`src/source/cache_pkg.sv`:
```
// bus widths and default cache geometry for both caches, buses carry whole words at byte addresses
`default_nettype none

package cache_pkg;

  // generic bus widths
  localparam int WORD_W = 32;  // data word
  localparam int ADDR_W = 32;  // byte address
  localparam int BE_W   = WORD_W / 8;  // one enable per byte lane

  // default geometry, overridden per instance from the top level
  localparam int DEF_CACHE_WORDS = 64;  // capacity in words
  localparam int DEF_BLOCK_WORDS = 2;  // words per line

  // everything from here up goes straight to memory
  // this is the mmio window
  localparam logic [ADDR_W-1:0] DEF_NONCACHE_START = 32'hF000_0000;

endpackage

`default_nettype wire

```
`src/source/memory_arbiter.sv`:
```
// fixed priority two-to-one bus arbiter with zero added latency, a side that never drops its request holds the bus
`timescale 1ns/100ps
`default_nettype none

module memory_arbiter (
  input  wire logic                         i_clk,
  input  wire logic                         i_rst_n,
  // instruction cache side
  input  wire logic                         i_icache_ren,
  input  wire logic                         i_icache_wen,
  input  wire logic [cache_pkg::ADDR_W-1:0] i_icache_addr,
  input  wire logic [cache_pkg::WORD_W-1:0] i_icache_wdata,
  input  wire logic [cache_pkg::BE_W-1:0]   i_icache_byte_en,
  output logic      [cache_pkg::WORD_W-1:0] o_icache_rdata,
  output logic                              o_icache_busy,
  // data cache side, wins ties
  input  wire logic                         i_dcache_ren,
  input  wire logic                         i_dcache_wen,
  input  wire logic [cache_pkg::ADDR_W-1:0] i_dcache_addr,
  input  wire logic [cache_pkg::WORD_W-1:0] i_dcache_wdata,
  input  wire logic [cache_pkg::BE_W-1:0]   i_dcache_byte_en,
  output logic      [cache_pkg::WORD_W-1:0] o_dcache_rdata,
  output logic                              o_dcache_busy,
  // memory side
  output logic                              o_mem_ren,
  output logic                              o_mem_wen,
  output logic      [cache_pkg::ADDR_W-1:0] o_mem_addr,
  output logic      [cache_pkg::WORD_W-1:0] o_mem_wdata,
  output logic      [cache_pkg::BE_W-1:0]   o_mem_byte_en,
  input  wire logic [cache_pkg::WORD_W-1:0] i_mem_rdata,
  input  wire logic                         i_mem_busy
);

  localparam logic [1:0] OWN_NONE = 2'd0;
  localparam logic [1:0] OWN_I    = 2'd1;
  localparam logic [1:0] OWN_D    = 2'd2;

  logic [1:0] owner;  // locked side while memory stalls
  logic [1:0] grant;  // side driving the bus this cycle
  logic       ireq;
  logic       dreq;
  logic       gnt_i;
  logic       gnt_d;
  logic       gnt_req;  // granted side is asking

  assign ireq = i_icache_ren | i_icache_wen;
  assign dreq = i_dcache_ren | i_dcache_wen;

  // idle grant is combinational so no cycle is added
  always_comb begin
    grant = owner;
    if (owner == OWN_NONE) begin
      if (dreq) begin
        grant = OWN_D;
      end else if (ireq) begin
        grant = OWN_I;
      end
    end
  end

  assign gnt_i   = (grant == OWN_I);
  assign gnt_d   = (grant == OWN_D);
  assign gnt_req = (gnt_i & ireq) | (gnt_d & dreq);

  // lock while stalled, release on completion
  always_ff @(posedge i_clk or negedge i_rst_n) begin
    if (!i_rst_n) begin
      owner <= OWN_NONE;
    end else begin
      owner <= (gnt_req && i_mem_busy) ? grant : OWN_NONE;
    end
  end

  // request mux
  always_comb begin
    o_mem_ren     = 1'b0;
    o_mem_wen     = 1'b0;
    o_mem_addr    = '0;
    o_mem_wdata   = '0;
    o_mem_byte_en = '0;
    if (gnt_d) begin
      o_mem_ren     = i_dcache_ren;
      o_mem_wen     = i_dcache_wen;
      o_mem_addr    = i_dcache_addr;
      o_mem_wdata   = i_dcache_wdata;
      o_mem_byte_en = i_dcache_byte_en;
    end else if (gnt_i) begin
      o_mem_ren     = i_icache_ren;
      o_mem_wen     = i_icache_wen;
      o_mem_addr    = i_icache_addr;
      o_mem_wdata   = i_icache_wdata;
      o_mem_byte_en = i_icache_byte_en;
    end
  end

  // response only reaches the granted side
  assign o_icache_busy  = !(gnt_i && ireq && !i_mem_busy);
  assign o_dcache_busy  = !(gnt_d && dreq && !i_mem_busy);
  assign o_icache_rdata = gnt_i ? i_mem_rdata : '0;
  assign o_dcache_rdata = gnt_d ? i_mem_rdata : '0;

endmodule

`default_nettype wire

```
`config.mk`:
```
export PLATFORM = sky130hd
export DESIGN_NAME = memory_arbiter
export DESIGN_NICKNAME = d
export VERILOG_FILES = /design/src/source/cache_pkg.sv /design/src/source/memory_arbiter.sv
export SDC_FILE = /design/constraint.sdc
export NUM_CORES = 1
export LEC_CHECK = 0
export BUFFER_PORTS_ARGS = -buffer_cell sky130_fd_sc_hd__clkbuf_2
export CAP_MARGIN = 0
export CORE_AREA = 2 2 122 124
export DETAILED_ROUTE_END_ITERATION = 12
export DIE_AREA = 0 0 124 126
export PLACE_DENSITY = 0.44
export SYNTH_ARGS = -nofsm -noshare
export SYNTH_HDL_FRONTEND = slang
export SYNTH_SLANG_ARGS = --single-unit
```
`constraint.sdc`:
```
create_clock -name i_clk -period 1.2 [get_ports i_clk]
set_input_delay 0.06 -clock i_clk [delete_from_list [all_inputs] [get_ports i_clk]]
set_output_delay 0.06 -clock i_clk [all_outputs]
set_load 0.02 [all_outputs]
```
==> flow_summary_export.csv, run 1 <==
group,metric,value,unit
status,status,"complete, but fails checks",
status,violations,"negative setup slack",
grt,grt_max_degree,52,
setup_path,worstPathArrival,1500,ps
routing,drtIter0Drc,120,
setup_path,regToRegEndpoint,"owner[1]$_DFF_PN0_",
synthesis,synth_seq_cells,2,
setup_path,crit_fanout,51,
setup_path,setup.worst_path.start,"owner[0]$_DFF_PN0_",
clocking,clockBufferDepth,2,
synthesis,syn-num-nets,355,
setup_path,slowest_stage,"dfrtp_2",
layout,top_register,"owner",
setup_path,crit_type,"reg2out",
timing,post-route-period-util,130,%
grt,overflow,0,
clocking,cts_buffers,3,
setup_path,r2r_start,"owner[0]$_DFF_PN0_",
layout,diodes,0,
floorplanning,coreArea,14300,µm²
synthesis,avgSynthCellArea,7.61,µm²
synthesis,syn_area,1370,µm²
grt,grt_pass1_vias,2731,
floorplanning,fp.dieW,124,µm
grt,grtUsageTotal,11.5,%
timing,post-route-min-period,1560,ps
hold_path,min_path_cells,2,
setup_path,crit_family,"buffers and inverters",
synthesis,synth_cells,180,
floorplanning,die_h,126,µm
routing,wl_per_cell,17.0,µm
routing,drt_pass1_iterations,4,
placement,place.gp.congestion,0.766,
timing,grt_setup_unrepaired,"true",
routing,dr_total_vias,3037,
timing,worst_pin_slew,340,ps
setup_path,r2r_setup_slack,270,ps
timing,fmax,641,MHz
routing,route.detailed.drc,0,
setup_path,setup.worst_path.start_class,"flop",
timing,setup_ws,-361,ps
power,leakage,2.34,nW
floorplanning,rows,44,
grt,antenna_found_initial,0,
layout,top_regs,"owner x2",
synthesis,yosysUniqueCellTypes,14,
timing,whs,126,ps
timing,skew,0.414,ps
routing,antenna_left,0,
timing,final.setup.tns,-41280,ps
power,vdd_drop_max,0.379,mV
power,power_per_cell_area,727,nW/µm²
clocking,clkTransAtPathRegs,30,ps
layout,areaGrowthSynthToFinish,204,%
power,power,3.03,mW
setup_path,crit_path_end_kind,"output pin",
timing,relSlewSlack,77.2,%
floorplanning,die_area,15600,µm²
layout,fill_cells,1517,
setup_path,max_stage_delay,430,ps
setup_path,worst-path-buf-inv,3,
grt,grt_pass1_wl,14.2,mm
synthesis,ys_seq_area_share,3.65,%
timing,finalMaxSlewViolations,0,
layout,largest_reg_flops,2,
flow_run,cap_violations,0,
clocking,htree_levels,1,
setup_path,worstPathRequired,1140,ps
setup_path,cp_cell_sequence,"inv_2 > o31ai_4 > buf_12 > a32o_1 > buf_4",
floorplanning,ioPinCount,311,
synthesis,yosysWarnings,0,
routing,wl,11.5,mm
placement,dp_hpwl,7.62,mm
clocking,clock_latency,220,ps
placement,io_buffers,310,
hold_path,min_from,"i_mem_busy",
setup_path,reg2regPathDepth,3,
layout,finalNetCount,670,
clocking,cts.sinks,2,
hold_path,hold_end,"owner[1]$_DFF_PN0_",
floorplanning,start_util,9.57,%
timing,finalHoldViolCount,0,
clocking,clockRootBuffer,"clkbuf_16",
hold_path,hold_class,"in2reg",
clocking,cts_tree,"done",
routing,viasPerCell,4.49,
timing,setup_viol,136,
layout,layout-drive-gt1-share,77.1,%
## per-layer routing
metal  part of all wire (%)  routed length [µm]  up-vias  GRT usage (%)
met4                   0.82                  94        0           2.12
met2                     51                5830      203           22.5
met1                     40                4560     1436           12.5
li1                       -                   -     1390              -
met5                      0                   0        -              0
met3                    8.9                1020        8           2.58
## worst register-to-register path: cells and delay by family (launching register included)
| kind | cells | cell delay [ps] |
|---|---|---|
| simple gates | 2 | 320 |
| flops | 1 | 430 |
| buf+inv | 1 | 120 |
## how the worst max path moves through the flow
stage                                   to  slack [ps]  depth (start not counted)
after detailed placement  o_mem_byte_en[2]        -150                          5
after floorplan             o_mem_addr[12]         0.2                          4
after CTS                 o_mem_byte_en[2]        -370                          5
after global placement    o_mem_byte_en[2]        -130                          5
after global routing        o_mem_wdata[5]        -450                          6
final                       o_mem_addr[31]        -360                          5
## cells by family (layout without fill, tap and decap cells)
family / count (synthesis) / in the layout / share of synthesized area (%)
AND/OR/NAND/NOR: 73 / 73 / 32.7
flip-flops: 2 / 2 / 3.65
AO/OA/AOI/OAI: 72 / 72 / 53.3
buffers and inverters: 33 / 346 / 10.3
## synth_stat cells, drive strengths merged
cell type,count,area share [%]
and2,33,15
or3,1,0.46
a32o,70,51
and3,32,15
inv,2,0.55
nor4b,1,0.64
nor2,3,0.82
nand2,2,0.55
a21oi,1,0.64
dfrtp,2,3.7
or4,1,0.55
clkbuf,17,4.7
buf,14,5.1
o31ai,1,1.6
## per-stage QoR
step | std cells | util [%] | area, µm² | setup WS (ps)
4_1_cts | 671 | 26.8 | 3840 | -375
2_1_floorplan | 180 | - | 1390 | 0.230
6_report | 677 | 29.1 | 4170 | -361
5_1_grt | 677 | 29.1 | 4170 | -451
3_3_place_gp | 659 | 22.7 | 3240 | -130
3_5_place_dp | 659 | 22.7 | 3240 | -150
## placed cells by master, fill, tap and decap left out
| cell | n |
|---|---|
| clkbuf_8 | 14 |
| and3_1 | 32 |
| dlygate4sd3_1 | 1 |
| o31ai_4 | 1 |
| or4_4 | 1 |
| or3_4 | 1 |
| dfrtp_1 | 1 |
| buf_2 | 5 |
| dfrtp_2 | 1 |
| a32o_2 | 19 |
| clkbuf_4 | 32 |
| buf_12 | 7 |
| buf_4 | 20 |
| buf_6 | 31 |
| buf_16 | 6 |
| and2_1 | 22 |
| a32o_1 | 51 |
| clkbuf_2 | 213 |
| buf_8 | 8 |
| and2_4 | 11 |
| nor2_1 | 3 |
| nor4b_1 | 1 |
| a21oi_4 | 1 |
| clkbuf_16 | 7 |
| nand2_1 | 2 |
| inv_2 | 2 |
## power breakdown
part / internal (mW) / total, mW / switching (mW)
clock: 0.424 / 0.497 / 0.0733
sequential: 0.0721 / 0.0763 / 0.00419
combinational: 1.23 / 2.46 / 1.23
total: 1.73 / 3.03 / 1.30
## repair_timing
| item | 4_1_cts | 5_1_grt |
|---|---|---|
| gates cloned | 4 | 5 |
| resized for setup | 116 | 114 |
| endpoints found under the setup margin | 136 | 136 |
| endpoints found under the hold margin | 2 | 0 |
| hold buffers | 1 | 0 |
| pin swaps | 5 | 8 |
| setup buffers | 4 | 2 |
## final cells by class
cell class / count / area [µm²] / share of cell area (%)
repair buffers: 341 / 2560 / 61.4
clock buffers: 3 / 75.1 / 1.80
inverters: 2 / 7.51 / 0.180
flip-flops and latches: 2 / 51.3 / 1.23
multi-input cells: 145 / 1250 / 29.9
well taps: 184 / 230 / 5.52
No activity file was read; power rests on OpenSTA's default activity.
==> run 2: changes to the inputs <==
--- a/config.mk
+++ b/config.mk
@@ -10,7 +10,7 @@
 export CORE_AREA = 2 2 122 124
 export DETAILED_ROUTE_END_ITERATION = 12
 export DIE_AREA = 0 0 124 126
-export PLACE_DENSITY = 0.44
+export PLACE_DENSITY = 0.42
 export SYNTH_ARGS = -nofsm -noshare
 export SYNTH_HDL_FRONTEND = slang
 export SYNTH_SLANG_ARGS = --single-unit
==> constraint.sdc (replaced) <==
create_clock -name i_clk -period 1.8 [get_ports i_clk]
set_input_delay 0.09 -clock i_clk [delete_from_list [all_inputs] [get_ports i_clk]]
set_output_delay 0.09 -clock i_clk [all_outputs]
set_load 0.02 [all_outputs]
==> run 2 against run 1 <==
The run now ends clean. Power fell by 46%. Clock power fell by 34%. Non-clock buffer count fell by 24. Global-route usage is 0.87 points lower. Setup slack better by 480 ps.
==> flow_summary_export.csv, run 2 (synthesis results as in run 1) <==
group,metric,value,unit
clocking,clockRootBuffer,"clkbuf_16",
layout,finalNetCount,646,
clocking,post_cts.repair.setup_buffers,0,
layout,top_register,"owner",
setup_path,crit_type,"reg2out",
routing,dr_total_vias,2841,
timing,post-route-min-period,1690,ps
floorplanning,rows,44,
timing,post-route-period-util,93.7,%
power,power,1.62,mW
status,status,"finished, final reports clean",
layout,top_regs,"owner x2",
clocking,clock_latency,220,ps
flow_run,cap_violations,0,
routing,drt_pass1_iterations,4,
timing,fmax,593,MHz
timing,grt_setup_unrepaired,"false",
timing,skew,0.227,ps
timing,relSlewSlack,77.8,%
setup_path,worstPathRequired,1710,ps
hold_path,hold_class,"in2reg",
power,leakage,1.91,nW
placement,place_inst,648,
timing,finalMaxSlewViolations,0,
clocking,htree_levels,1,
floorplanning,die_h,126,µm
grt,grt_pass1_vias,2601,
layout,diodes,0,
routing,wl,9.67,mm
timing,whs,130,ps
placement,placed_cell_area,3130,µm²
clocking,clockBufferDepth,2,
floorplanning,ioPinCount,311,
layout,mostFrequentLayoutCell,"clkbuf_2",
grt,antenna_found_initial,0,
clocking,cts_buffers,3,
routing,drtIter0Drc,202,
setup_path,worstPathArrival,1600,ps
timing,final.setup.tns,0,ps
timing,worst_pin_slew,331,ps
grt,overflow,0,
timing,setup_ws,114,ps
placement,dp_hpwl,7.77,mm
layout,areaGrowthSynthToFinish,137,%
setup_path,setup.worst_path.start_class,"flop",
placement,io_buffers,310,
setup_path,crit_path_end_kind,"output pin",
layout,largest_reg_flops,2,
placement,post-place-ws,327,ps
placement,place.gp.congestion,0.843,
routing,wl_per_cell,14.8,µm
routing,route.detailed.drc,0,
layout,layout-drive-gt1-share,68.9,%
clocking,clkTransAtPathRegs,30,ps
power,vdd_drop_max,0.217,mV
clocking,cts.sinks,2,
routing,antenna_left,0,
floorplanning,fp.dieW,124,µm
power,power_per_cell_area,501,nW/µm²
layout,design_area,3240,µm²
setup_path,crit_fanout,52,
floorplanning,start_util,9.57,%
floorplanning,die_area,15600,µm²
grt,grtUsageTotal,10.7,%
grt,grt_pass1_wl,13.1,mm
timing,setup_viol,0,
timing,finalHoldViolCount,0,
layout,layout_common_cells,"clkbuf_2, a32o_1, and2_1",
clocking,cts_tree,"done",
layout,fin_cells,653,
routing,viasPerCell,4.35,
grt,grt_max_degree,98,
layout,utilization,22.7,%
floorplanning,coreArea,14300,µm²
-- run 2: power by group --
group	total, mW	switching (mW)	internal (mW)
Clock	0.330	0.0477	0.282
Combinational	1.24	0.734	0.510
Sequential	0.0508	0.00293	0.0479
Total	1.62	0.784	0.840
-- run 2: area by class of cell --
cell class              count  area, µm²
repair buffers            317       1690
clock buffers               3       75.1
inverters                   2       7.51
fillers                  1574      11100
flip-flops and latches      2       50.0
well taps                 184        230
multi-input cells         145       1190
-- run 2: path summary, 6_finish.rpt --
path	end	depth (start not counted)	from	slack, ps
max in group asynchronous	owner[1]$_DFF_PN0_	2	i_rst_n	1490
setup / recovery	o_mem_addr[19]	5	owner[1]$_DFF_PN0_	110
hold reg to reg	owner[0]$_DFF_PN0_	1	owner[1]$_DFF_PN0_	480
hold / removal	owner[1]$_DFF_PN0_	2	i_mem_busy	130
setup reg to reg	owner[0]$_DFF_PN0_	2	owner[0]$_DFF_PN0_	940
min in group asynchronous	owner[0]$_DFF_PN0_	2	i_rst_n	210
-- run 2: critical path: stages, from the launching register on --
cell and delay [ps]:
dfrtp_1 370, inv_2 130, a21oi_4 220, buf_12 250, a32o_1 180, clkbuf_2 190
-- run 2: repair_timing --
item                                   CTS  global route
endpoints found under the hold margin    2             0
setup endpoints to repair                0            18
hold buffers                             1             0
resized for setup                        0             2
-- run 2: metal layers --
| layer | share of wire (%) | track usage (%) |
|---|---|---|
| met1 | 39 | 12.3 |
| met2 | 53 | 20.7 |
| met3 | 7.8 | 1.59 |
| met4 | 0.46 | 1.59 |
| met5 | 0 | 0 |
==> run 3: changes to the inputs <==
--- a/config.mk
+++ b/config.mk
@@ -10,6 +10,7 @@
 export CORE_AREA = 2 2 122 124
 export DETAILED_ROUTE_END_ITERATION = 12
 export DIE_AREA = 0 0 124 126
+export MAX_ROUTING_LAYER = met4
 export PLACE_DENSITY = 0.42
 export SYNTH_ARGS = -nofsm -noshare
 export SYNTH_HDL_FRONTEND = slang
==> run 3 against run 2 <==
Maximum frequency about the same. Design area unchanged. Register-to-register slack about the same. First-iteration DRC count increased by 6.9%. Final cell count unchanged. Clock skew about the same. Sequential power about the same. Largest cell class unchanged. Largest power group unchanged.
==> flow_summary_export.csv, run 3 (synthesis results as in run 1) <==
group,metric,value,unit
timing,worst_pin_slew,325,ps
routing,wl_met3,712,µm
clocking,clockBufferDepth,2,
timing,fmax,593,MHz
setup_path,crit_type,"reg2out",
timing,finalMaxSlewViolations,0,
setup_path,crit_path_end_kind,"output pin",
hold_path,hold_class,"in2reg",
timing,final.setup.tns,0,ps
timing,relSlewSlack,78.2,%
layout,layout-drive-gt1-share,68.9,%
setup_path,regToRegEndpoint,"owner[0]$_DFF_PN0_",
layout,diodes,0,
setup_path,path_depth,5,
timing,grt_setup_unrepaired,"false",
layout,mostFrequentLayoutCell,"clkbuf_2",
layout,largest_reg_flops,2,
routing,dr_total_vias,2878,
power,vdd_drop_max,0.217,mV
timing,post-route-min-period,1690,ps
grt,overflow,0,
layout,finalNetCount,646,
hold_path,min_path_cells,2,
timing,post-route-period-util,93.7,%
routing,top_layer,"met4",
setup_path,cp_cell_sequence,"inv_2 > a21oi_4 > buf_12 > a32o_1 > clkbuf_2",
layout,multi_input_area,1190,µm²
setup_path,crit_fanout,52,
placement,place.gp.congestion,0.857,
floorplanning,start_util,9.57,%
floorplanning,coreArea,14300,µm²
timing,setup_viol,0,
floorplanning,die_area,15600,µm²
layout,utilization,22.7,%
setup_path,r2r_start,"owner[0]$_DFF_PN0_",
hold_path,hold_end,"owner[1]$_DFF_PN0_",
setup_path,worstPathRequired,1710,ps
grt,grtUsageTotal,11.0,%
setup_path,max_stage_delay,370,ps
grt,grt_max_degree,98,
routing,drtIter0Drc,216,
routing,antenna_left,0,
clocking,post_cts.repair.setup_buffers,0,
layout,top_register,"owner",
clocking,clkTransAtPathRegs,30,ps
routing,viasPerCell,4.41,
floorplanning,fp.dieW,124,µm
setup_path,setup.worst_path.start_class,"flop",
setup_path,r2r_setup_slack,940,ps
routing,wl_per_cell,14.8,µm
layout,top_regs,"owner x2",
floorplanning,rows,44,
power,leakage,1.91,nW
grt,grt_pass1_wl,13.1,mm
timing,skew,0.562,ps
clocking,clock_latency,220,ps
setup_path,worstPathArrival,1600,ps
grt,grt_pass1_vias,2599,
routing,wl_met2,5.14,mm
layout,layout_common_cells,"clkbuf_2, a32o_1, and2_1",
setup_path,worst-path-buf-inv,3,
setup_path,reg2regPathDepth,2,
power,power,1.62,mW
status,status,"finished, final reports clean",
grt,antenna_found_initial,0,
layout,areaGrowthSynthToFinish,137,%
flow_run,cap_violations,0,
placement,dp_hpwl,7.77,mm
setup_path,crit_family,"buffers and inverters",
clocking,clockRootBuffer,"clkbuf_16",
setup_path,slowest_stage,"dfrtp_1",
clocking,htree_levels,1,
clocking,cts.sinks,2,
routing,wl,9.68,mm
timing,finalHoldViolCount,0,
floorplanning,ioPinCount,311,
placement,io_buffers,310,
clocking,cts_buffers,3,
routing,wirelength_met1,3.77,mm
layout,fill_cells,1574,
routing,route.detailed.drc,0,
power,power_per_cell_area,501,nW/µm²
floorplanning,die_h,126,µm
hold_path,min_from,"i_mem_busy",
layout,seq_area,50.0,µm²
routing,drt_pass1_iterations,4,
clocking,cts_tree,"done",
[run 3: cell counts in the layout (fill, tap and decap cells not counted)]
Identical to the previous run, type by type.
[run 3: cell type report]
class | count | share of cell area [%]
sequential | 2 | 1.54
multi-input combinational | 145 | 36.6
timing repair buffer | 317 | 52.2
clock buffer | 3 | 2.31
tap | 184 | 7.10
inverter | 2 | 0.231
[run 3: what timing repair did]
action                                  4_1_cts  5_1_grt
hold endpoints to repair                      2        0
endpoints found under the setup margin        0       18
hold buffers                                  1        0
resized for setup                             0        2
[run 3: power breakdown]
group / internal [mW] / leakage (nW) / switching (mW) / total (mW)
registers: 0.0479 / 0.0261 / 0.00291 / 0.0508
clock network: 0.282 / 0.0370 / 0.0466 / 0.329
logic: 0.510 / 1.85 / 0.734 / 1.24
[run 3: worst max-delay path by stage]
| stage | start | to | slack, ps |
|---|---|---|---|
| after floorplan | owner[1]$_DFF_PN0_ | o_mem_addr[0] | 370 |
| after global placement | owner[0]$_DFF_PN0_ | o_mem_addr[19] | 330 |
| after detailed placement | owner[1]$_DFF_PN0_ | o_mem_wdata[19] | 330 |
| after CTS | owner[1]$_DFF_PN0_ | o_mem_wdata[19] | 100 |
| after global routing | owner[1]$_DFF_PN0_ | o_mem_addr[19] | 2 |
| final | owner[1]$_DFF_PN0_ | o_mem_addr[0] | 110 |
[run 3: through the flow]
stage               hold WS (ps)  cell area, µm²  setup WS (ps)  cells
finish                       130            3240            113    653
global route                 140            3240           2.02    653
CTS                          130            3210           97.0    652
detailed placement          -120            3130            327    648
global placement            -122            3130            327    648
floorplan                   -206            1370            374    180
[run 3: worst register-to-register path, stage by stage, from the launching register on]
cell and delay, ps:
dfrtp_1 420, nor2_1 90, nor4b_1 240
[run 3: metal layers]
metal,vias up,global-route usage (%)
li1,1340,-
met1,1352,12.4
met2,178,20.7
met3,8,1.40
met4,0,1.59
met5,-,-
